$ cat src/common/raster_settings.svh
// Global sizes of the rasterizer
// Screen resolution, bus and word widths, payload counts

`ifndef RASTER_SETTINGS_SVH
`define RASTER_SETTINGS_SVH

////////////////////////////////////////
// Screen
////////////////////////////////////////
`define X_RESOLUTION 16
`define Y_RESOLUTION 16

////////////////////////////////////////
// Word widths
////////////////////////////////////////
`define CMD_WIDTH 32
`define PIXEL_WIDTH 16
`define FB_INDEX_WIDTH 8

// bbStart, bbEnd and three each of w, wIncX, wIncY
`define TRIANGLE_PARAM_WORDS 11

`endif

$ cat src/common/rasterPkg.sv
// Shared types of the rasterizer
// Opcode and register enums, pixel and index types,
// triangle and configuration structs, memory request, FSM states

`include "raster_settings.svh"

package rasterPkg;

    typedef enum logic [3:0] {
        OpNop      = 4'd0,
        OpSetReg   = 4'd1,
        OpTriangle = 4'd2,
        OpClear    = 4'd3,
        OpCommit   = 4'd4
    } opCodeT;

    typedef enum logic [3:0] {
        RegClearColor    = 4'd0,
        RegTriangleColor = 4'd1,
        RegScissorStart  = 4'd2,
        RegScissorEnd    = 4'd3,
        RegFeatureEnable = 4'd4
    } regIndexT;

    typedef logic [`PIXEL_WIDTH-1:0] pixelT;
    typedef logic [`FB_INDEX_WIDTH-1:0] fbIndexT;
    typedef logic signed [31:0] edgeT;

    // y in the upper half of the word
    typedef struct packed {
        logic [15:0] y;
        logic [15:0] x;
    } screenPosT;

    // First payload word sits in the top bits
    typedef struct packed {
        screenPosT   bbStart;
        screenPosT   bbEnd;
        edgeT [0:2]  w;
        edgeT [0:2]  wIncX;
        edgeT [0:2]  wIncY;
    } triangleParamsT;

    typedef struct packed {
        pixelT     clearColor;
        pixelT     triangleColor;
        screenPosT scissorStart;
        screenPosT scissorEnd;
        logic      scissorEnable;
    } configRegsT;

    typedef struct packed {
        logic    write;
        logic    read;
        fbIndexT index;
        pixelT   data;
    } bufferReqT;

    typedef enum logic [2:0] {PsHeader, PsRegValue, PsTriangle, PsStart, PsWait} parserStateT;
    typedef enum logic {RsIdle, RsRun} rasterStateT;
    typedef enum logic [1:0] {SwIdle, SwClear, SwCommit} sweepStateT;

endpackage

$ cat src/hw/commandParser.sv
// Command stream decoder
// Configuration bank, triangle parameter register,
// start pulses and stall until the started unit is idle

`timescale 1ns/1ns
`include "raster_settings.svh"

module commandParser (
    input  logic                      aclk,
    input  logic                      arstN,
    input  logic                      cmdValid,
    output logic                      cmdReady,
    input  logic [`CMD_WIDTH-1:0]     cmdData,
    output rasterPkg::configRegsT     configRegs,
    output rasterPkg::triangleParamsT triangle,
    output logic                      startRendering,
    output logic                      startClear,
    output logic                      startCommit,
    input  logic                      rasterizerRunning,
    input  logic                      sweepBusy
);
    import rasterPkg::*;

    parserStateT    state;
    opCodeT         pendingOp;
    regIndexT       regIndex;
    logic [3:0]     wordCount;
    logic           cmdXfer;
    triangleParamsT triangleReg;

    assign cmdReady = (state == PsHeader) || (state == PsRegValue) || (state == PsTriangle);
    assign cmdXfer = cmdValid && cmdReady;

    assign startRendering = (state == PsStart) && (pendingOp == OpTriangle);
    assign startClear     = (state == PsStart) && (pendingOp == OpClear);
    assign startCommit    = (state == PsStart) && (pendingOp == OpCommit);
    assign triangle = triangleReg;

    ////////////////////////////////////////
    // Sequencing
    ////////////////////////////////////////
    always_ff @(posedge aclk or negedge arstN) begin
        if (!arstN) begin
            state     <= PsHeader;
            pendingOp <= OpNop;
            regIndex  <= RegClearColor;
            wordCount <= '0;
        end else begin
            case (state)
                PsHeader: begin
                    if (cmdXfer) begin
                        pendingOp <= opCodeT'(cmdData[`CMD_WIDTH-1 -: 4]);
                        regIndex  <= regIndexT'(cmdData[3:0]);
                        wordCount <= '0;
                        case (opCodeT'(cmdData[`CMD_WIDTH-1 -: 4]))
                            OpSetReg:          state <= PsRegValue;
                            OpTriangle:        state <= PsTriangle;
                            OpClear, OpCommit: state <= PsStart;
                            default:           state <= PsHeader;
                        endcase
                    end
                end
                PsRegValue: begin
                    if (cmdXfer) begin
                        state <= PsHeader;
                    end
                end
                PsTriangle: begin
                    if (cmdXfer) begin
                        wordCount <= wordCount + 4'd1;
                        if (wordCount == 4'(`TRIANGLE_PARAM_WORDS - 1)) begin
                            state <= PsStart;
                        end
                    end
                end
                PsStart: state <= PsWait;
                default: begin
                    if (!rasterizerRunning && !sweepBusy) begin
                        state <= PsHeader;
                    end
                end
            endcase
        end
    end

    // Register bank, unknown indices fall through
    always_ff @(posedge aclk or negedge arstN) begin
        if (!arstN) begin
            configRegs <= '0;
        end else if ((state == PsRegValue) && cmdXfer) begin
            case (regIndex)
                RegClearColor:    configRegs.clearColor <= cmdData[`PIXEL_WIDTH-1:0];
                RegTriangleColor: configRegs.triangleColor <= cmdData[`PIXEL_WIDTH-1:0];
                RegScissorStart:  configRegs.scissorStart <= cmdData;
                RegScissorEnd:    configRegs.scissorEnd <= cmdData;
                RegFeatureEnable: configRegs.scissorEnable <= cmdData[0];
                default: ;
            endcase
        end
    end

    // Payload words shift in from the bottom
    always_ff @(posedge aclk) begin
        if ((state == PsTriangle) && cmdXfer) begin
            triangleReg <= {triangleReg[$bits(triangleParamsT)-`CMD_WIDTH-1:0], cmdData};
        end
    end

    // Units must be idle whenever a new operation is launched
    assert property (@(posedge aclk) disable iff (!arstN)
        (startRendering || startClear || startCommit) |-> !(rasterizerRunning || sweepBusy));

endmodule

$ cat config.mk
export PLATFORM = sky130hd
export DESIGN_NAME = commandParser
export DESIGN_NICKNAME = d
export VERILOG_FILES = /design/src/common/rasterPkg.sv /design/src/hw/commandParser.sv
export VERILOG_INCLUDE_DIRS = /design/src /design/src/common
export SDC_FILE = /design/constraint.sdc
export NUM_CORES = 1
export LEC_CHECK = 0
export ABC_AREA = 1
export ABC_CLOCK_PERIOD_IN_PS = 8200
export BUFFER_PORTS_ARGS = -buffer_cell sky130_fd_sc_hd__buf_2
export CORE_AREA = 2 2 193 195
export DETAILED_ROUTE_END_ITERATION = 12
export DIE_AREA = 0 0 195 197
export MAX_ROUTING_LAYER = met4
export PLACE_DENSITY = 0.77
export SLEW_MARGIN = 0
export SYNTH_ARGS = -nofsm -noshare
export SYNTH_HDL_FRONTEND = slang
export SYNTH_SLANG_ARGS = --single-unit
$ cat constraint.sdc
create_clock -name aclk -period 8.2 [get_ports aclk]
set_input_delay 0.82 -clock aclk [delete_from_list [all_inputs] [get_ports aclk]]
set_output_delay 0.82 -clock aclk [all_outputs]
set_load 0.03 [all_outputs]
==> qor.txt <==
Status -> complete, no violations
Kind of critical path -> flip-flop to flip-flop
Post-DP HPWL -> 26600 um
Port Buffer Count -> 489
Post-DP Area -> 18100 sq um
Rows -> 70
Tot GR Track Use -> 19.3%
Final wirelength -> 36900 um
RSZ-0062 raised after global routing -> no
Tcrit/Tclk final -> 37.6%
CTS H-Tree Depth -> 2
P_sw -> 2.53 mW
M1 WL -> 13600 um
Pint -> 4.68 mW
Leakage -> 8.33 nW
Clock insertion delay at the later pin of the skew report -> 0.56 ns
Syn Std Cell Area -> 15200 sq um
Clock group share of total power -> 27.9%
Met2 wire length -> 19500 um
Most frequent cells in the layout -> buf_2, edfxtp_1, nand2_1
Top Layer Used -> met4
Crit end category -> flip-flop
Routed Antenna Nets -> 0
Crit path cell chain -> inv_1 > nand2_1 > nor2_1 > nand2_1 > clkinvlp_4 > buf_4 > buf_4
Sequential area share after synthesis -> 88.1%
Initial DRC Count -> 464
VDD IR-drop max -> 257 uV
Number of remaining DRC errors -> 0
Syn avg cell area -> 18.7 sq um
Crit path max-delay family -> buffers and inverters
Die X-Extent -> 195 um
Chip height -> 197 um
CTS Hold Buffers Added -> 0
Cells after synthesis -> 814
Core footprint -> 36300 sq um
Max-Cap Viols -> 0
Worst hold path type -> primary input to async pin
Combinational power share -> 25.9%
CTS tree -> built
Placer Congestion -> 0.854
#FFs+latches synth -> 464
Relative slew slack -> 28.1%
IO Pins -> 490
Worst Tran Pin Value -> 1.08 ns
Filler instances -> 2902
Most common cell after layout, fill and taps aside -> buf_2
DR vias/cell -> 4.72
CP startpoint kind -> flip-flop
Pre-CTS setup slack -> 4.99 ns
Worst Path Max Fanout -> 86
Initial antenna violation count -> 0
Crit path largest cell delay -> 0.91 ns
First-pass GRT wire length -> 53900 um
Total Nets Final -> 1375
CTS sink cnt -> 464
Count of different cell masters after synthesis -> 22
P&R area growth vs syn -> 28.9%
TritonCTS buffer count -> 46
Worst EP required -> 8.38 ns
WL/cell -> 20.1 um
Vias -> 8698
Max-slew violation count -> 0
Post-route cell area -> 19600 sq um
WP buf/inv -> 4
WL met3 -> 2940 um
Hold WS -> 0.284 ns
Drt pass-1 iters -> 5
Util after Layout -> 54.0%
Pin count of the biggest net entering global routing -> 205
Yosys warns -> 0
Postcts setup bufs -> 0
Clk slew on worst S/H paths -> 0.07 ns
Synthesized Nets -> 853
Final Critical Period -> 3.09 ns
CP arrival -> 3.26 ns
Setup ws final -> 5.11 ns
Setup violators final -> 0
Slowest cell on the critical path -> buf_4
Initial Util -> 41.9%
Die Area -> 38400 sq um
Antenna diodes -> 0
Switching Share -> 35.1%
Share of power burned in registers -> 46.2%
Pwr Density -> 368 nW/um^2
Multi-input gate area -> 1470 sq um
Root buffer cell -> clkbuf_16
CTS max path bufs -> 3
Hold Vio Cnt, Final -> 0
Grt total ovfl -> 0
Number of global-route vias before repair -> 8708
R2r worst-path depth -> 7
Number of gates resized after cts -> 0
Critical path depth in cells -> 7
Layout cells sized above 1 -> 45.8%
Post-route clock skew -> 0.0144 ns
Highest clock rate -> 324 MHz
Register area -> 13400 sq um
Setup_tns -> 0 ns
## worst register-to-register path, cell delays in order (launching register included)
cell and delay, ns:
dfrtp_1 0.45, inv_1 0.09, nand2_1 0.05, nor2_1 0.18
nand2_1 0.16, clkinvlp_4 0.09, buf_4 0.63, buf_4 1.00
## cell type report
cell class / instances / area share, %
clock inverter: 28 / 1.12
multi-input combinational: 280 / 7.49
inverter: 51 / 0.997
tap: 468 / 2.99
sequential: 464 / 68.3
clock buffer: 57 / 6.34
timing repair buffer: 493 / 12.7
## synthesized netlist by cell type, drive strengths merged
master | n | area, sq um
a21oi | 3 | 15.0
buf | 19 | 155
dfrtp | 112 | 2800
edfxtp | 352 | 10600
ha | 2 | 25.0
inv | 51 | 191
nand2 | 139 | 544
nand3 | 7 | 40.0
nand4 | 2 | 12.5
nor2 | 12 | 60.1
nor3 | 7 | 45.0
o21ai | 108 | 724
## path summary, 6_finish.rpt
| check | endpoint | slack [ns] | startpoint |
|---|---|---|---|
| worst min-delay path | regIndex[0] | 0.28 | arstN |
| max in group asynchronous | configRegs[45] | 6.63 | arstN |
| worst max register to register | triangle[296] | 5.11 | state[0] |
| worst max-delay path | triangle[296] | 5.11 | state[0] |
| min in group aclk | triangle[47] | 0.43 | triangle[15] |
| worst min register to register | triangle[47] | 0.43 | triangle[15] |
## logic make-up (layout without fill, tap and decap cells)
| logic type | Yosys count | in the layout | share of synthesized area (%) |
|---|---|---|---|
| flip-flops | 464 | 464 | 88.1 |
| AND/OR/NAND/NOR | 167 | 167 | 4.62 |
| AO/OA/AOI/OAI | 111 | 111 | 4.87 |
| buffers and inverters | 70 | 629 | 2.28 |
| adder cells (fa/ha/maj) | 2 | 2 | 0.165 |
## flip-flops by register name, indices dropped and copies added, names as in the netlist
name / cells
configRegs: 97
triangle: 352
regIndex: 4
wordCount: 4
state: 3
pendingOp: 4
## through the flow
stage               std cells  total power [mW]
floorplan                 814              4.64
global placement         1756              5.19
detailed placement       1756              5.25
CTS                      1841              7.28
global route             1841              7.51
finish                   1841              7.20
## power groups by stage
| stage | Combinational, mW | Sequential, mW | Clock [mW] |
|---|---|---|---|
| 3_3_place_gp | 1.85 | 3.34 | 0 |
| 2_1_floorplan | 0.439 | 4.20 | 0 |
| 6_report | 1.86 | 3.33 | 2.01 |
| 4_1_cts | 1.89 | 3.33 | 2.06 |
| 5_1_grt | 1.98 | 3.38 | 2.15 |
| 3_5_place_dp | 1.88 | 3.37 | 0 |
## per-layer routing
metal | GRT usage (%) | vias up
met2 | 32.8 | 351
met3 | 6.09 | 70
met1 | 21.7 | 4301
met5 | - | -
li1 | - | 3976
met4 | 6.22 | 0
No activity file was read; power rests on OpenSTA's default activity.
