**config.mk**
```make
export PLATFORM = sky130hd
export DESIGN_NAME = rasterizer
export DESIGN_NICKNAME = d
export VERILOG_FILES = /design/src/common/rasterPkg.sv /design/src/hw/rasterizer/rasterizer.sv
export VERILOG_INCLUDE_DIRS = /design/src /design/src/common
export SDC_FILE = /design/constraint.sdc
export NUM_CORES = 1
export LEC_CHECK = 0
export BUFFER_PORTS_ARGS = -buffer_cell sky130_fd_sc_hd__buf_2
export CAP_MARGIN = 25
export CELL_PAD_IN_SITES_DETAIL_PLACEMENT = 1
export CELL_PAD_IN_SITES_GLOBAL_PLACEMENT = 1
export CORE_MARGIN = 3
export CORE_UTILIZATION = 45
export CTS_CLUSTER_DIAMETER = 120
export DETAILED_ROUTE_END_ITERATION = 6
export GPL_TIMING_DRIVEN = 0
export PLACE_DENSITY = 0.84
export SETUP_SLACK_MARGIN = 0.3
export SLEW_MARGIN = 20
export SYNTH_ARGS = -nofsm -noshare
export SYNTH_HDL_FRONTEND = slang
export SYNTH_SLANG_ARGS = --single-unit
```
**constraint.sdc**
```tcl
create_clock -name aclk -period 14.2 [get_ports aclk]
set_input_delay 0.71 -clock aclk [delete_from_list [all_inputs] [get_ports aclk]]
set_output_delay 0.71 -clock aclk [all_outputs]
set_load 0.01 [all_outputs]
```
**src/common/raster_settings.svh**
```systemverilog
// Global sizes of the rasterizer
// Screen resolution, bus and word widths, payload counts

`ifndef RASTER_SETTINGS_SVH
`define RASTER_SETTINGS_SVH

////////////////////////////////////////
// Screen
////////////////////////////////////////
`define X_RESOLUTION 16
`define Y_RESOLUTION 16

////////////////////////////////////////
// Word widths
////////////////////////////////////////
`define CMD_WIDTH 32
`define PIXEL_WIDTH 16
`define FB_INDEX_WIDTH 8

// bbStart, bbEnd and three each of w, wIncX, wIncY
`define TRIANGLE_PARAM_WORDS 11

`endif

```
**src/common/rasterPkg.sv**
```systemverilog
// Shared types of the rasterizer
// Opcode and register enums, pixel and index types,
// triangle and configuration structs, memory request, FSM states

`include "raster_settings.svh"

package rasterPkg;

    typedef enum logic [3:0] {
        OpNop      = 4'd0,
        OpSetReg   = 4'd1,
        OpTriangle = 4'd2,
        OpClear    = 4'd3,
        OpCommit   = 4'd4
    } opCodeT;

    typedef enum logic [3:0] {
        RegClearColor    = 4'd0,
        RegTriangleColor = 4'd1,
        RegScissorStart  = 4'd2,
        RegScissorEnd    = 4'd3,
        RegFeatureEnable = 4'd4
    } regIndexT;

    typedef logic [`PIXEL_WIDTH-1:0] pixelT;
    typedef logic [`FB_INDEX_WIDTH-1:0] fbIndexT;
    typedef logic signed [31:0] edgeT;

    // y in the upper half of the word
    typedef struct packed {
        logic [15:0] y;
        logic [15:0] x;
    } screenPosT;

    // First payload word sits in the top bits
    typedef struct packed {
        screenPosT   bbStart;
        screenPosT   bbEnd;
        edgeT [0:2]  w;
        edgeT [0:2]  wIncX;
        edgeT [0:2]  wIncY;
    } triangleParamsT;

    typedef struct packed {
        pixelT     clearColor;
        pixelT     triangleColor;
        screenPosT scissorStart;
        screenPosT scissorEnd;
        logic      scissorEnable;
    } configRegsT;

    typedef struct packed {
        logic    write;
        logic    read;
        fbIndexT index;
        pixelT   data;
    } bufferReqT;

    typedef enum logic [2:0] {PsHeader, PsRegValue, PsTriangle, PsStart, PsWait} parserStateT;
    typedef enum logic {RsIdle, RsRun} rasterStateT;
    typedef enum logic [1:0] {SwIdle, SwClear, SwCommit} sweepStateT;

endpackage

```
**src/hw/rasterizer/rasterizer.sv**
```systemverilog
// Edge-function rasterizer
// Bounding box walk, edge stepping in x and y,
// coverage and scissor test, pixel writes to the color buffer

`timescale 1ns/1ns
`include "raster_settings.svh"

module rasterizer (
    input  logic                      aclk,
    input  logic                      arstN,
    input  logic                      startRendering,
    input  rasterPkg::triangleParamsT triangle,
    input  rasterPkg::configRegsT     configRegs,
    output logic                      rasterizerRunning,
    output rasterPkg::bufferReqT      rasterReq,
    input  logic                      rasterGrant
);
    import rasterPkg::*;

    rasterStateT state;
    logic [15:0] x;
    logic [15:0] y;
    edgeT        w [3];
    edgeT        rowW [3];
    logic        inBox;
    logic        covered;
    logic        inScissor;
    logic        advance;

    assign inBox = (x < triangle.bbEnd.x) && (y < triangle.bbEnd.y);
    assign covered = (w[0] >= 0) && (w[1] >= 0) && (w[2] >= 0);
    assign inScissor = !configRegs.scissorEnable
        || ((x >= configRegs.scissorStart.x) && (x < configRegs.scissorEnd.x)
            && (y >= configRegs.scissorStart.y) && (y < configRegs.scissorEnd.y));

    assign rasterizerRunning = (state == RsRun);
    assign rasterReq.write = rasterizerRunning && inBox && covered && inScissor;
    assign rasterReq.read  = 1'b0;
    assign rasterReq.index = fbIndexT'(y * `X_RESOLUTION + x);
    assign rasterReq.data  = configRegs.triangleColor;

    // Uncovered pixels step on without the memory
    assign advance = !rasterReq.write || rasterGrant;

    always_ff @(posedge aclk or negedge arstN) begin
        if (!arstN) begin
            state <= RsIdle;
        end else if (state == RsIdle) begin
            if (startRendering) begin
                state <= RsRun;
            end
        end else if (!inBox) begin
            state <= RsIdle;
        end
    end

    ////////////////////////////////////////
    // Box walk
    ////////////////////////////////////////
    always_ff @(posedge aclk) begin
        if (startRendering) begin
            x <= triangle.bbStart.x;
            y <= triangle.bbStart.y;
            for (int i = 0; i < 3; i++) begin
                w[i]    <= triangle.w[i];
                rowW[i] <= triangle.w[i];
            end
        end else if (rasterizerRunning && inBox && advance) begin
            if ((x + 16'd1) < triangle.bbEnd.x) begin
                x <= x + 16'd1;
                for (int i = 0; i < 3; i++) begin
                    w[i] <= w[i] + triangle.wIncX[i];
                end
            end else begin
                // Next row restarts from the saved row value
                x <= triangle.bbStart.x;
                y <= y + 16'd1;
                for (int i = 0; i < 3; i++) begin
                    rowW[i] <= rowW[i] + triangle.wIncY[i];
                    w[i]    <= rowW[i] + triangle.wIncY[i];
                end
            end
        end
    end

    // Stalled write holds its pixel until granted
    assert property (@(posedge aclk) disable iff (!arstN)
        (rasterReq.write && !rasterGrant)
            |=> (rasterizerRunning && rasterReq.write && $stable(rasterReq.index)));

    assert property (@(posedge aclk) disable iff (!arstN)
        $rose(rasterizerRunning)
            |-> ((triangle.bbEnd.x <= `X_RESOLUTION) && (triangle.bbEnd.y <= `Y_RESOLUTION)));

endmodule

```
==> flow_metrics.env <==
export IMPL_status="complete, no violations"
export IMPL_hold_path_class="in2reg"
export IMPL_floorplan_die_area_um2=52100
export IMPL_timing_critical_path_cells="and3_1, and3_1, and2_1, nand4_1, or3_1, xnor2_1, ha_1, nand4_1, or3_1, a21oi_1, or4_1, clkbuf_1, clkbuf_1, clkbuf_1, nand3_1, a31oi_1"
export IMPL_finalSetupViolCount=0
export IMPL_yosys_area_top_type="sky130_fd_sc_hd__edfxtp_1"
export IMPL_placement_setup_slack_ns=8.344
export IMPL_timing_setup_critical_path_class="reg2reg"
export IMPL_placed_cell_count=3698
export IMPL_power_leakage_nw=12.43
export IMPL_cts_buffer_depth=3
export IMPL_cts_resized=0
export IMPL_timing_worst_slew_pin_value_ns=1.159
export IMPL_placementRows=80
export IMPL_netlist_area_um2=22230
export IMPL_synth_cell_types=76
export IMPL_synthesis_instances=2592
export IMPL_slowest_delay_ns=0.91
export IMPL_totalNegativeSetupSlack_ns=0
export IMPL_grt_pass1_wl_mm=137.0
export IMPL_synth_top_flop_cell="sky130_fd_sc_hd__edfxtp_1"
export IMPL_htreeDepth=1
export IMPL_layout_filler_cells=5989
export IMPL_synthesis_yosys_warnings=0
export IMPL_max_cap_violations=0
export IMPL_num_vias=22470
export IMPL_clk_transition_reported_paths_ns=0.07
export IMPL_gp_routability_congestion=0.9706
export IMPL_timing_critical_path_mode_cell="sky130_fd_sc_hd__clkbuf_1"
export IMPL_route_antenna_remaining_nets=0
export IMPL_grt_remaining_overflow=0
export IMPL_min_period_over_period_pct=42.41
export IMPL_design_core_area_um2=48250
export IMPL_max_slew_margin_rel_pct=22.74
export IMPL_mapped_avg_cell_area_um2=8.576
export IMPL_fmaxAchievable_mhz=166.1
export IMPL_powerDensity_nw_per_um2=129.6
export IMPL_synth_seq_cells=225
export IMPL_final_hold_viol_count=0
export IMPL_first_pass_iters=5
export IMPL_floorplan_initialDensity_pct=46.07
export IMPL_ys_async_sr_fraction_pct=0.4444
export IMPL_final_worst_setup_slack_ns=8.178
export IMPL_worst_skew_pair_late_latency_ns=0.58
export IMPL_cts_buffers_inserted=29
export IMPL_die_height_um=228.3
export IMPL_cts_hold_fix_buffers=1
export IMPL_drive_above_1_share_pct=18.94
export IMPL_arrival_ns=6.43
export IMPL_cts_repair_timing_setup_buffer_count=0
export IMPL_tritoncts="built"
export IMPL_worst_path_max_delay_cell="sky130_fd_sc_hd__clkbuf_1"
export IMPL_cp_buffers_inverters=3
export IMPL_finalMaxSlewViolations=0
export IMPL_peakVddDrop_mv=0.09533
export IMPL_dp_hpwl_mm=73.11
export IMPL_place_area_um2=25380
export IMPL_worst_path_max_fanout=10
export IMPL_fin_cells=3767
export IMPL_layout_cells_most_common_list="sky130_fd_sc_hd__buf_2, sky130_fd_sc_hd__nand2_1, sky130_fd_sc_hd__ha_1"
export IMPL_grt_antenna_before_repair=34
export IMPL_syn2layout_area_growth_pct=18.37
export IMPL_dr_first_iter_drc_count=1646
export IMPL_grt_start_max_net_pins=47
export IMPL_grt_pass1_vias=23490
export IMPL_die_width_um=228.3
export IMPL_cpLargestDelayFamily="simple AND/OR/NAND/NOR gates"
export IMPL_cp_end_kind="register"
export IMPL_mappedNetlistNets=3350
export IMPL_p_total_w=0.003411
export IMPL_remaining_drc_errors=0
export IMPL_yosys_top_cells_area="sky130_fd_sc_hd__edfxtp_1, sky130_fd_sc_hd__ha_1, sky130_fd_sc_hd__nand2_1"
export IMPL_start_kind="register"
export IMPL_portBuffers=445
export IMPL_fin_nets=3832
export IMPL_grt_usage_pct=33.57
export IMPL_ios=480
export IMPL_final_area_um2=26310
export IMPL_cell_at_the_root_of_the_clock_tree="sky130_fd_sc_hd__clkbuf_16"
export IMPL_detail_route_vias_per_cell=5.965
export IMPL_finalCriticalPeriod_ns=6.022
export IMPL_synth_enable_flop_cells=224
export IMPL_layout_commonest_cell="sky130_fd_sc_hd__buf_2"
export IMPL_unrepaired_setup_endpoints_after_global_routing="no"
export IMPL_worst_ep_required_time_ns=14.61
export IMPL_synth_sequential_area_ratio_pct=30.37
export IMPL_finalWirelength_mm=91.74
export IMPL_yosys_area_top_type_share_pct=30.26
export IMPL_clock_sinks=225
export IMPL_fin_worst_skew_ns=0.01576
export IMPL_wl_per_cell_um=24.35
## worst paths after layout
| kind | slack [ns] | cells after the start | from | end |
|---|---|---|---|---|
| setup / recovery | 8.18 | 16 | x[4] | w[0][88] |
| hold / removal | 0.42 | 3 | triangle[257] | rowW[0][1] |
| setup reg to reg | 8.18 | 16 | x[4] | w[0][88] |
| hold reg to reg | 0.58 | 1 | rasterizerRunning | rasterizerRunning |
| max in group asynchronous | 13.56 | 2 | arstN | rasterizerRunning |
| min in group asynchronous | 0.52 | 2 | arstN | rasterizerRunning |
## final cells by class
type / instances / area [um2] / area share (%)
antenna: 17 / 42.54 / 0.1617
buffer: 92 / 469.2 / 1.783
clock buffer: 35 / 748.2 / 2.844
clock inverter: 16 / 120.1 / 0.4565
inverter: 163 / 611.8 / 2.325
multi-input combinational: 2112 / 14410 / 54.76
sequential: 225 / 6751 / 25.66
tap: 656 / 820.8 / 3.119
timing repair buffer: 451 / 2340 / 8.892
## routing by layer
layer	global-route usage (%)	share of wire [%]
met5	0	0.26
met4	13.22	4.5
met3	5.938	7.4
met2	58.15	48
met1	41.47	40
## worst min-delay path, cell delays in order
cell,delay (ns)
sky130_fd_sc_hd__buf_2,0.09
sky130_fd_sc_hd__nand2_1,0.04
sky130_fd_sc_hd__o21ai_0,0.06
## where the power goes
part / leakage (nW) / internal [W] / total (W) / switching (W)
combinational: 9.80 / 0.000664 / 0.00171 / 0.00104
clock: 0.429 / 0.000406 / 0.000726 / 0.000320
sequential: 2.20 / 0.000895 / 0.000977 / 0.0000814
## flip-flops by register name, summed over array words and instances, names as in the netlist
register,cells
y,16
x,16
w,96
rowW,96
rasterizerRunning,1
## logic make-up (layout without fill, tap and decap cells)
group	Yosys count	after routing	synth area share, %
adder cells (fa/ha/maj)	305	305	17.40
XOR/XNOR	182	182	7.171
AO/OA/AOI/OAI	771	771	21.98
AND/OR/NAND/NOR	816	816	16.34
flip-flops	225	225	30.37
other	1	18	0.01687
buffers and inverters	255	757	4.863
multiplexers	37	37	1.852
## through the flow
| step | hold slack [ns] | util [%] |
|---|---|---|
| 6_report | 0.4226 | 54.54 |
| 5_1_grt | 0.4256 | 54.51 |
| 4_1_cts | 0.4034 | 54.43 |
| 3_5_place_dp | 0.5256 | 52.61 |
| 3_3_place_gp | 0.5293 | 52.39 |
| 2_1_floorplan | 0.4144 | - |
## cell usage after synthesis, types with 6 or more instances
cell                       number
sky130_fd_sc_hd__o21bai_1      20
sky130_fd_sc_hd__or2_2          8
sky130_fd_sc_hd__mux2_2        25
sky130_fd_sc_hd__a21boi_0      13
sky130_fd_sc_hd__and2_1        11
sky130_fd_sc_hd__clkbuf_1      42
sky130_fd_sc_hd__edfxtp_1     224
sky130_fd_sc_hd__or3_1          7
sky130_fd_sc_hd__xnor2_1      119
sky130_fd_sc_hd__nand2b_1      28
sky130_fd_sc_hd__o31a_1         8
sky130_fd_sc_hd__a31oi_1       42
sky130_fd_sc_hd__a31o_2         8
sky130_fd_sc_hd__o21a_1        36
sky130_fd_sc_hd__buf_4         27
sky130_fd_sc_hd__nand3_1       47
sky130_fd_sc_hd__mux2_1         8
sky130_fd_sc_hd__a211oi_1      27
sky130_fd_sc_hd__nor3_1        29
sky130_fd_sc_hd__fa_1           7
sky130_fd_sc_hd__nor2b_1       29
sky130_fd_sc_hd__o41ai_1        6
sky130_fd_sc_hd__nand2_1      357
sky130_fd_sc_hd__and3_1        31
sky130_fd_sc_hd__a41oi_1        8
sky130_fd_sc_hd__nor2_1       215
sky130_fd_sc_hd__a211o_1        7
sky130_fd_sc_hd__inv_1        163
sky130_fd_sc_hd__o21ai_0      160
sky130_fd_sc_hd__nand4_1       30
sky130_fd_sc_hd__ha_1         298
sky130_fd_sc_hd__xor2_1        63
sky130_fd_sc_hd__a21oi_1      234
sky130_fd_sc_hd__o211ai_1      21
sky130_fd_sc_hd__a21o_1       124
sky130_fd_sc_hd__o31ai_1        6
sky130_fd_sc_hd__buf_2         18
Power figures use the tool's default switching activity.
