## src/common/raster_settings.svh

```systemverilog
// Global sizes of the rasterizer
// Screen resolution, bus and word widths, payload counts

`ifndef RASTER_SETTINGS_SVH
`define RASTER_SETTINGS_SVH

////////////////////////////////////////
// Screen
////////////////////////////////////////
`define X_RESOLUTION 16
`define Y_RESOLUTION 16

////////////////////////////////////////
// Word widths
////////////////////////////////////////
`define CMD_WIDTH 32
`define PIXEL_WIDTH 16
`define FB_INDEX_WIDTH 8

// bbStart, bbEnd and three each of w, wIncX, wIncY
`define TRIANGLE_PARAM_WORDS 11

`endif

```

## src/common/rasterPkg.sv

```systemverilog
// Shared types of the rasterizer
// Opcode and register enums, pixel and index types,
// triangle and configuration structs, memory request, FSM states

`include "raster_settings.svh"

package rasterPkg;

    typedef enum logic [3:0] {
        OpNop      = 4'd0,
        OpSetReg   = 4'd1,
        OpTriangle = 4'd2,
        OpClear    = 4'd3,
        OpCommit   = 4'd4
    } opCodeT;

    typedef enum logic [3:0] {
        RegClearColor    = 4'd0,
        RegTriangleColor = 4'd1,
        RegScissorStart  = 4'd2,
        RegScissorEnd    = 4'd3,
        RegFeatureEnable = 4'd4
    } regIndexT;

    typedef logic [`PIXEL_WIDTH-1:0] pixelT;
    typedef logic [`FB_INDEX_WIDTH-1:0] fbIndexT;
    typedef logic signed [31:0] edgeT;

    // y in the upper half of the word
    typedef struct packed {
        logic [15:0] y;
        logic [15:0] x;
    } screenPosT;

    // First payload word sits in the top bits
    typedef struct packed {
        screenPosT   bbStart;
        screenPosT   bbEnd;
        edgeT [0:2]  w;
        edgeT [0:2]  wIncX;
        edgeT [0:2]  wIncY;
    } triangleParamsT;

    typedef struct packed {
        pixelT     clearColor;
        pixelT     triangleColor;
        screenPosT scissorStart;
        screenPosT scissorEnd;
        logic      scissorEnable;
    } configRegsT;

    typedef struct packed {
        logic    write;
        logic    read;
        fbIndexT index;
        pixelT   data;
    } bufferReqT;

    typedef enum logic [2:0] {PsHeader, PsRegValue, PsTriangle, PsStart, PsWait} parserStateT;
    typedef enum logic {RsIdle, RsRun} rasterStateT;
    typedef enum logic [1:0] {SwIdle, SwClear, SwCommit} sweepStateT;

endpackage

```

## src/hw/framebuffer/bufferSweep.sv

```systemverilog
// Full-buffer sweep unit
// Clear writes the clear color everywhere,
// commit reads every pixel out through a two-entry holding register

`timescale 1ns/1ns
`include "raster_settings.svh"

module bufferSweep (
    input  logic                 aclk,
    input  logic                 arstN,
    input  logic                 startClear,
    input  logic                 startCommit,
    input  rasterPkg::pixelT     clearColor,
    output logic                 sweepBusy,
    output rasterPkg::bufferReqT sweepReq,
    input  logic                 sweepGrant,
    input  rasterPkg::pixelT     readPixel,
    output logic                 fbValid,
    output rasterPkg::pixelT     fbData,
    output logic                 fbLast,
    input  logic                 fbReady
);
    import rasterPkg::*;

    sweepStateT               state;
    logic [`FB_INDEX_WIDTH:0] sweepIdx;
    logic                     sweepDone;
    logic                     readInFlight;
    logic                     readLast;
    logic [1:0]               holdCount;
    pixelT                    holdData [2];
    logic                     holdLast [2];
    logic                     pop;

    assign sweepDone = sweepIdx[`FB_INDEX_WIDTH];
    assign sweepBusy = (state != SwIdle);
    assign fbValid = (holdCount != 2'd0);
    assign fbData  = holdData[0];
    assign fbLast  = holdLast[0];
    assign pop = fbValid && fbReady;

    assign sweepReq.write = (state == SwClear) && !sweepDone;
    // Issue only if the holding register has room when the data lands
    assign sweepReq.read = (state == SwCommit) && !sweepDone
        && ((holdCount + 2'(readInFlight) - 2'(pop)) < 2'd2);
    assign sweepReq.index = sweepIdx[`FB_INDEX_WIDTH-1:0];
    assign sweepReq.data  = clearColor;

    always_ff @(posedge aclk or negedge arstN) begin
        if (!arstN) begin
            state        <= SwIdle;
            sweepIdx     <= '0;
            readInFlight <= 1'b0;
            holdCount    <= 2'd0;
        end else begin
            readInFlight <= sweepReq.read && sweepGrant;
            holdCount    <= holdCount + 2'(readInFlight) - 2'(pop);
            if ((sweepReq.write || sweepReq.read) && sweepGrant) begin
                sweepIdx <= sweepIdx + 1'b1;
            end
            case (state)
                SwIdle: begin
                    sweepIdx <= '0;
                    if (startClear) begin
                        state <= SwClear;
                    end else if (startCommit) begin
                        state <= SwCommit;
                    end
                end
                SwClear: begin
                    if (sweepDone) begin
                        state <= SwIdle;
                    end
                end
                default: begin
                    if (pop && fbLast) begin
                        state <= SwIdle;
                    end
                end
            endcase
        end
    end

    ////////////////////////////////////////
    // Holding register
    ////////////////////////////////////////
    always_ff @(posedge aclk) begin
        readLast <= &sweepReq.index;
        if (pop) begin
            holdData[0] <= holdData[1];
            holdLast[0] <= holdLast[1];
        end
        if (readInFlight) begin
            if ((holdCount == 2'd0) || ((holdCount == 2'd1) && pop)) begin
                holdData[0] <= readPixel;
                holdLast[0] <= readLast;
            end else begin
                holdData[1] <= readPixel;
                holdLast[1] <= readLast;
            end
        end
    end

    assert property (@(posedge aclk) disable iff (!arstN)
        (fbValid && !fbReady) |=> (fbValid && $stable(fbData) && $stable(fbLast)));

endmodule

```

## config.mk

```make
export PLATFORM = sky130hd
export DESIGN_NAME = bufferSweep
export DESIGN_NICKNAME = d
export VERILOG_FILES = /design/src/common/rasterPkg.sv /design/src/hw/framebuffer/bufferSweep.sv
export VERILOG_INCLUDE_DIRS = /design/src /design/src/common
export SDC_FILE = /design/constraint.sdc
export NUM_CORES = 1
export LEC_CHECK = 0
export BUFFER_PORTS_ARGS = -buffer_cell sky130_fd_sc_hd__clkbuf_2
export CAP_MARGIN = 10
export CORE_UTILIZATION = 47
export CTS_BUF_LIST = sky130_fd_sc_hd__clkbuf_8
export DETAILED_ROUTE_END_ITERATION = 16
export HOLD_SLACK_MARGIN = 0.02
export PLACE_DENSITY = 0.79
export SLEW_MARGIN = 20
export SYNTH_ARGS = -nofsm -noshare
export SYNTH_HDL_FRONTEND = slang
export SYNTH_SLANG_ARGS = --single-unit
```

## constraint.sdc

```tcl
create_clock -name aclk -period 1.8 [get_ports aclk]
set_input_delay 0 -clock aclk [delete_from_list [all_inputs] [get_ports aclk]]
set_output_delay 0 -clock aclk [all_outputs]
set_load 0.005 [all_outputs]
```

==> flow_results.org, run 1 <==
** Placed design
- Routability-driven placement finished with a final weighted congestion of 0.812.
- The placed instances occupy a cell area of 2440 um^2.
- In this run the tool buffered the top-level ports with 50 buffer cells.
- Post-detailed-placement half-perimeter wirelength :: 2.58 mm
- Number of placed cells counting well taps :: 262

** Clocking
- Number of buffers on the longest clock path :: 2
- TritonCTS sink count :: 49
- Clock tree synthesis selected as its root buffer the cell sky130_fd_sc_hd__clkbuf_8.
- Level count of the clock H-tree :: 2
- The later pin in the worst-skew pair is clocked with a latency of 0.30 ns.
- TritonCTS built the clock tree.
- Clock-pin transition on the worst setup and hold timing paths :: 0.09 ns
- Number of clock buffers inserted by TritonCTS :: 5

** STA
- For the final database, setup skew stands at 0.00467 ns.
- Least-Margin Pin Slew :: 0.523 ns
- The worst path uses 109% of the clock period.
- Max-slew violation total from the final report :: 0
- Final setup vio count :: 10
- The smallest clock period supported by the final layout is computed as 1.97 ns.
- Final hold vios :: 0
- Post-route worst setup slack :: -0.168 ns
- Setup repair after global routing missed its margin :: true
- Maximum frequency from static timing analysis :: 508 MHz
- Headroom to the max-slew limit came out at 65.1%.
- Worst Hold Margin :: 0.0753 ns

** Layout
- Layout filler cell count :: 359
- Relative to the synthesized area, the layout overhead comes to 28.1%.
- In the final layout, the share of cells above drive strength 1 is 40.4%.
- Design Area, Final :: 3040 um^2
- 0 antenna diodes ended up in the layout.
- The net count of the finished layout is 285.
- Non-filler cells, final :: 312
- Post-layout utilization of the core :: 63.6%

** Yosys
- Async SR Flop Fraction :: 28.6%
- In this run the biggest area consumer among cell types represents 43.0% of the synthesized area.
- The Yosys step of the flow raised 0 warnings.
- Primary FF master, synth :: sky130_fd_sc_hd__edfxtp_1
- Cell count after synthesis :: 183
- The synthesized netlist occupies a cell area of 2370 um^2.
- Average instance area after synthesis :: 13.0 um^2
- Count of cell types in the netlist :: 32
- The synthesized design spends more area on one cell type than any other, namely sky130_fd_sc_hd__edfxtp_1.
- Part of the Yosys area used for sequential elements :: 58.6%
- After synthesis the netlist holds a flip-flop and latch count of 49.
- When the netlist entered floorplanning its net count stood at 223.
- Main area contributors after synthesis :: sky130_fd_sc_hd__edfxtp_1 (43%), sky130_fd_sc_hd__dfrtp_1 (15%), sky130_fd_sc_hd__buf_4 (13%)
- Yosys mapped a number of flops with a built-in enable equal to 34.

** Floorplan
- Core area :: 4790 um^2
- Row generation in the floorplan step produced 25 rows.
- Die outline area :: 5340 um^2
- Die outline width :: 73.1 um
- 83 I/O pins were placed.
- The floorplan step set the die height to 73.1 um.
- The initial utilization of the core area, before any placement, comes to 49.6%.

** Pwr
- PD cells :: 1160 nW/um^2
- For this design the static power due to leakage is 1.25 nW.
- Worst-case vdd ir drop :: 0.624 mV
- Power, Total :: 3.54 mW

** Worst hold path
- The worst hold path belongs to the class in2reg.
- In this run the most critical hold path is launched from fbReady.
- Hold depth :: 4
- The worst hold path terminates at holdCount[1].

** Critical path
- Data on the critical path is required at its endpoint by 1.80 ns.
- Nature of the critical path endpoint :: primary output
- For the worst setup path, the data arrival time is 1.97 ns.
- Slowest cell on the critical path :: sky130_fd_sc_hd__dfrtp_1
- In this run the worst path has a maximum fanout of 6.
- The worst setup path is of the reg2out kind.
- The startpoint identified for the worst register-to-register timing path is holdCount[0].
- The signal on the critical path passes through and2b_2 > o21bai_4 > ha_4 > a2111o_1 > buf_6 > a21oi_2 > clkbuf_2.
- Number of cells on the worst reg-to-reg path :: 8
- Minimum setup slack among reg-to-reg paths :: -0.17 ns
- Nature of the critical path startpoint :: register
- The endpoint identified for the worst register-to-register timing path is sweepIdx[7].
- The largest single stage delay on the critical path is 0.39 ns.

** Global route
- The initial antenna violation count came to 0.
- Total global-route track usage :: 16.9%
- Via count of the first global-routing pass :: 1438
- Entering global routing, the biggest net connects 18 pins.
- Global route overflow :: 0
- The first global-routing pass estimated 6.67 mm of wire.

** Detailed routing
- Routed via count :: 1521
- After detailed routing, the number of vias per cell comes to 4.88.
- For this block, the initial DRC count from the detailed router was 73.
- Once detail routing completed, the nets flagged for antenna violations numbered 0.
- Residual DRC count :: 0
- Total wire length :: 4.33 mm
- After detailed routing, the average wire length per cell comes to 13.9 um.
- DR pass1 iterations :: 4

** Run status
- The checks that failed: setup timing.
- Outcome :: finished with violations

** Flow run
- The tool flagged a number of max-cap violations equal to 0.
synth_stat cells, types with 2 or more instances:
master and instances:
sky130_fd_sc_hd__buf_4 40, sky130_fd_sc_hd__a31oi_1 7, sky130_fd_sc_hd__nor2b_1 2, sky130_fd_sc_hd__inv_1 4
sky130_fd_sc_hd__nor2_1 2, sky130_fd_sc_hd__clkbuf_1 2, sky130_fd_sc_hd__a21oi_1 2, sky130_fd_sc_hd__dfrtp_1 14
sky130_fd_sc_hd__nand2b_1 6, sky130_fd_sc_hd__nand4_1 2, sky130_fd_sc_hd__o21ai_0 3, sky130_fd_sc_hd__and4_1 2
sky130_fd_sc_hd__mux2_2 17, sky130_fd_sc_hd__nand3_1 3, sky130_fd_sc_hd__nand2_1 18, sky130_fd_sc_hd__mux2i_1 8
sky130_fd_sc_hd__and2b_2 2, sky130_fd_sc_hd__ha_1 2, sky130_fd_sc_hd__edfxtp_1 34
power breakdown:
| part | switching [mW] | internal (mW) | leakage, nW |
|---|---|---|---|
| Sequential | 0.127 | 1.46 | 0.505 |
| Clock | 0.354 | 0.404 | 0.0540 |
| Combinational | 0.601 | 0.592 | 0.695 |
| Total | 1.08 | 2.46 | 1.25 |
sequential cells by signal, indices dropped and copies added, names as in the netlist:
register      count
holdCount         2
holdData         32
holdLast          2
readInFlight      1
readLast          1
state             2
sweepIdx          9
worst max-delay path: cells and delay by family, from the launching register on:
family | cells | cell delay [ns]
flip-flops | 1 | 0.39
AND/OR/NAND/NOR | 1 | 0.21
adder cells (fa/ha/maj) | 1 | 0.16
AO/OA/AOI/OAI | 3 | 0.63
buffers and inverters | 2 | 0.28
cells in the final DEF, fill, tap and decap left out, drive strengths merged, types with 2 or more instances in the layout:
cell and n:
buf 13, dlygate4sd3 36, nand2 19, a31oi 7, nand4 2, dfrtp 14
o21ai 3, mux2i 8, nand3 3, and2b 2, clkbuf 55, a21oi 2
nor2b 2, nor2 2, inv 4, ha 2, edfxtp 34, nand2b 7
mux2 17, and4 2
per-stage QoR:
stage               setup slack (ns)  TNS [ns]
floorplan                     0.0159         0
global placement              -0.102    -0.527
detailed placement            -0.178     -1.10
CTS                           -0.224     -1.29
global route                  -0.267     -1.89
finish                        -0.168    -0.817
metal layers:
metal	part of all wire, %	global-route usage, %
met1	44	20.0
met4	1.6	6.54
met5	0	0
met3	5.0	3.87
met2	49	29.8
repair_timing:
action | CTS | global route
hold endpoints to repair | 55 | 0
hold buffers | 36 | 0
pin swaps | 2 | 4
resized for setup | 8 | 5
endpoints found under the setup margin | 10 | 24
setup buffers | 4 | 3
worst max path at each step:
stage / start / to / depth (start not counted)
2_1_floorplan: holdCount[0] / sweepIdx[2] / 7
3_3_place_gp: holdCount[0] / sweepIdx[7] / 7
3_5_place_dp: holdCount[0] / sweepIdx[7] / 7
4_1_cts: holdCount[0] / sweepReq[24] / 7
5_1_grt: holdCount[0] / sweepReq[24] / 7
6_report: holdCount[0] / sweepReq[24] / 7
logic make-up (layout without fill, tap and decap cells):
| family | Yosys count | in the layout | share of synthesized area (%) |
|---|---|---|---|
| buf+inv | 48 | 110 | 14.4 |
| compound gates | 17 | 17 | 4.74 |
| xor+xnor | 1 | 1 | 0.369 |
| flops | 49 | 49 | 58.6 |
| simple gates | 41 | 41 | 9.43 |
| fa+ha+maj | 2 | 2 | 1.05 |
| mux | 25 | 25 | 11.4 |
layout make-up:
| type | count | area, um^2 | share of cell area, % |
|---|---|---|---|
| Multi-Input combinational cell | 86 | 719 | 23.7 |
| Inverter | 4 | 15.0 | 0.494 |
| Sequential cell | 49 | 1390 | 45.7 |
| Clock inverter | 2 | 35.0 | 1.15 |
| Tap cell | 67 | 83.8 | 2.76 |
| Timing Repair Buffer | 99 | 728 | 23.9 |
| Clock buffer | 5 | 68.8 | 2.26 |
(Power assumes the default switching activity.)
==> run 2: changes to the inputs <==
--- a/config.mk
+++ b/config.mk
@@ -7,4 +7,5 @@
 export NUM_CORES = 1
 export LEC_CHECK = 0
+export ABC_CLOCK_PERIOD_IN_PS = 1800
 export BUFFER_PORTS_ARGS = -buffer_cell sky130_fd_sc_hd__clkbuf_2
 export CAP_MARGIN = 10
@@ -14,4 +15,5 @@
 export HOLD_SLACK_MARGIN = 0.02
 export PLACE_DENSITY = 0.79
+export REMOVE_ABC_BUFFERS = 1
 export SLEW_MARGIN = 20
 export SYNTH_ARGS = -nofsm -noshare
==> constraint.sdc (replaced) <==
create_clock -name aclk -period 1.8 [get_ports aclk]
set_input_delay 0.27 -clock aclk [delete_from_list [all_inputs] [get_ports aclk]]
set_output_delay 0.27 -clock aclk [all_outputs]
set_load 0.005 [all_outputs]
==> run 2 against run 1 <==
Compared with the run above:
- the flow still finishes with violations (setup timing)
- sequential cell count unchanged
- sequential share of layout area rose by 4.1 points
- setup slack worse by 0.17 ns
- maximum frequency decreased by 7.7%
- cell area fell by 8.2%
- sequential power about the same
- utilization decreased by 5.2 points
- critical path type unchanged
- largest power group unchanged
- highest routed layer unchanged
==> flow_results.org, run 2 (synthesis gave the netlist of run 1 again) <==
** Run status
- Outcome :: finished with violations
- Failing checks :: setup timing

** Layout
- The number of antenna diodes in the final layout is 0.
- Number of flip-flops under the largest register name :: 32
- Of the cells placed in the final design, the portion with a size suffix greater than 1 is 50.2%.
- Non-filler cells, final :: 278
- After the last flow step, the layout net total stands at 251.
- Commonest cells after routing, fill and taps aside :: sky130_fd_sc_hd__clkbuf_2 (49), sky130_fd_sc_hd__edfxtp_1 (34), sky130_fd_sc_hd__mux2_2 (17)
- Most frequent standard cell in the layout excluding fill and tap cells :: sky130_fd_sc_hd__clkbuf_2
- Area Overhead vs Synth :: 17.5%
- Design Area, Final :: 2790 um^2
- holdData holds more flip-flops than any other register.
- Top Registers :: holdData: 32 flops, sweepIdx: 9 flops

** STA
- The final max-slew violation count came to 0.
- Least-Margin Pin Slew :: 0.390 ns
- Across all setup checks in the final design, the least slack found is -0.333 ns.
- Final setup vio count :: 10
- Setup repair after global routing missed its margin :: true
- The worst pin sits at a relative slew slack of 74.0%.
- Derived from the worst setup path, the maximum achievable clock frequency is 469 MHz.
- Total negative slack :: -2.39 ns
- Final hold vios :: 0
- Worst Hold Margin :: 0.164 ns
- Clock skew on the completed layout was measured at 0.00696 ns.
- Final critical-path required period :: 2.13 ns
- Share of the clock period used by the worst path :: 118%

** Global route
- The via count of the first global-routing pass is 1412.
- Global routing consumed, on the met1 layer, 22.2% of the routing resources.
- The initial antenna violation count came to 0.
- Total global-route track usage :: 17.0%
- Global routing finished with a remaining overflow of 0.
- Global-route wire length before repair :: 6.80 mm
- M2 GR Usage :: 26.4%
- Most crowded layer after global routing :: met2
- For this run, global-route usage on met3 was measured as 6.91%.
- Largest net degree at the start of global routing :: 18

** Worst hold path
- Hold depth :: 1
- Source of the worst hold timing path :: readPixel[3]
- Hold path endpoint :: holdData[0][19]
- Class of the most critical hold timing path :: in2reg

** Clocking
- CTS built an H-tree with a depth of 2.
- Clock-pin transition on the worst setup and hold timing paths :: 0.09 ns
- CTS tree :: built
- The later pin in the worst-skew pair is clocked with a latency of 0.29 ns.
- The cell sitting at the root of the clock tree is a sky130_fd_sc_hd__clkbuf_8.
- Counting along the longest clock path gives a buffer depth of 2.
- TritonCTS sink count :: 49
- TritonCTS created 5 clock buffers.

** Detailed routing
- Residual DRC count :: 0
- Routed via count :: 1439
- Routed wire per std cell :: 15.6 um
- Total wire length :: 4.35 mm
- For this run, the detailed router's first-pass iteration total came to 4.
- After detailed routing, the number of vias per cell comes to 5.18.
- Number of DRC violations after detailed-routing iteration 0 :: 102
- Number of nets with antenna violations after detailed routing :: 0

** Placed design
- Post-detailed-placement half-perimeter wirelength :: 2.79 mm
- In this run the cell area measured after placement is 2480 um^2.
- In this run, placement finished with an instance count of 266.
- Gpl congestion :: 0.838
- In this run the tool buffered the top-level ports with 50 buffer cells.

** Critical path
- Traced cell by cell, the critical path runs through and2b_2 > o21bai_1 > ha_2 > a2111o_1 > a21oi_2 > buf_2.
- The number of buffers and inverters on the critical path is 1.
- Minimum setup slack among reg-to-reg paths :: -0.30 ns
- The worst register-to-register path begins at holdCount[0].
- On the critical path, the stage with the largest delay is an instance of sky130_fd_sc_hd__dfrtp_1.
- Reg-to-reg endpoint :: sweepIdx[0]
- STA classifies the critical path startpoint as a register.
- Max FO, Critical Path :: 2
- Category of the critical setup timing path :: reg2out
- For the worst setup path, the data arrival time is 1.86 ns.
- For the worst flop-to-flop path, the logic depth is 8.
- In this design, the stage delay of the slowest critical-path cell is 0.40 ns.
- Delay-heaviest family, CP :: compound AO/OA/AOI/OAI gates
- STA puts the critical path data required time at 1.53 ns.
- The worst setup path is captured at a primary output.

** Flow run
- Number of max-capacitance violations reported :: 0

** Floorplan
- From bottom edge to top edge, the die measures 73.1 um.
- Number of cell rows :: 25
- For this configuration, the core starts out at a cell density of 49.6%.
- The die covers 5340 um^2.
- Die outline width :: 73.1 um
- I/O Pins :: 83
- Core area :: 4790 um^2

** Pwr
- Power, Total :: 3.61 mW
- PD cells :: 1290 nW/um^2
- Leakage power :: 1.13 nW
- Worst-case vdd ir drop :: 0.674 mV
==> run 2: changes by cell type in the layout (fill, tap and decap cells not counted), moves of 2 or more <==
cell and change:
sky130_fd_sc_hd__a31oi_4 +4, sky130_fd_sc_hd__dlygate4sd3_1 -35, sky130_fd_sc_hd__a31oi_1 -4, sky130_fd_sc_hd__buf_6 +7, sky130_fd_sc_hd__nand2_1 -2, sky130_fd_sc_hd__buf_4 -7
==> run 2: per-layer routing <==
layer / vias to the layer above / wire [um]
met2: 80 / 2020
met4: 0 / 22
met1: 683 / 1890
met3: 4 / 409
li1: 672 / -
met5: - / 0
==> run 2: where the power goes <==
| part | switching [mW] | internal [mW] | total (mW) |
|---|---|---|---|
| combinational | 0.664 | 0.603 | 1.27 |
| clock | 0.334 | 0.404 | 0.738 |
| sequential | 0.139 | 1.46 | 1.60 |
| total | 1.14 | 2.47 | 3.61 |
==> run 2: how the worst max path moves through the flow <==
stage	startpoint	endpoint	slack (ns)	depth (start not counted)
global placement	fbReady	sweepIdx[5]	-0.17	8
CTS	holdCount[0]	sweepReq[24]	-0.35	9
floorplan	holdCount[0]	sweepIdx[4]	-0.13	6
finish	holdCount[0]	sweepReq[24]	-0.33	6
global route	holdCount[0]	sweepReq[24]	-0.39	6
detailed placement	fbReady	sweepIdx[0]	-0.22	8
==> run 2: what timing repair did <==
action                                  CTS  global route
hold buffers                              1             0
endpoints found under the setup margin   10            13
hold endpoints to repair                 14             0
pin swaps                                 5             8
gates cloned                              0             0
resized for setup                        13            18
buffers inserted                          3             1
==> run 2: per-stage QoR <==
stage | worst slack [ns] | utilization, %
final | -0.333 | 58.3
after CTS | -0.348 | 56.3
after global placement | -0.168 | 51.9
after floorplan | -0.128 | -
after detailed placement | -0.220 | 51.9
after global routing | -0.391 | 58.3
==> run 2: layout make-up <==
type,instances,area (um^2)
inverter,4,15.0
tap,67,83.8
sequential,49,1390
clock buffer,5,68.8
clock inverter,2,35.0
fill,379,1990
multi-input combinational,86,773
timing repair buffer,65,424
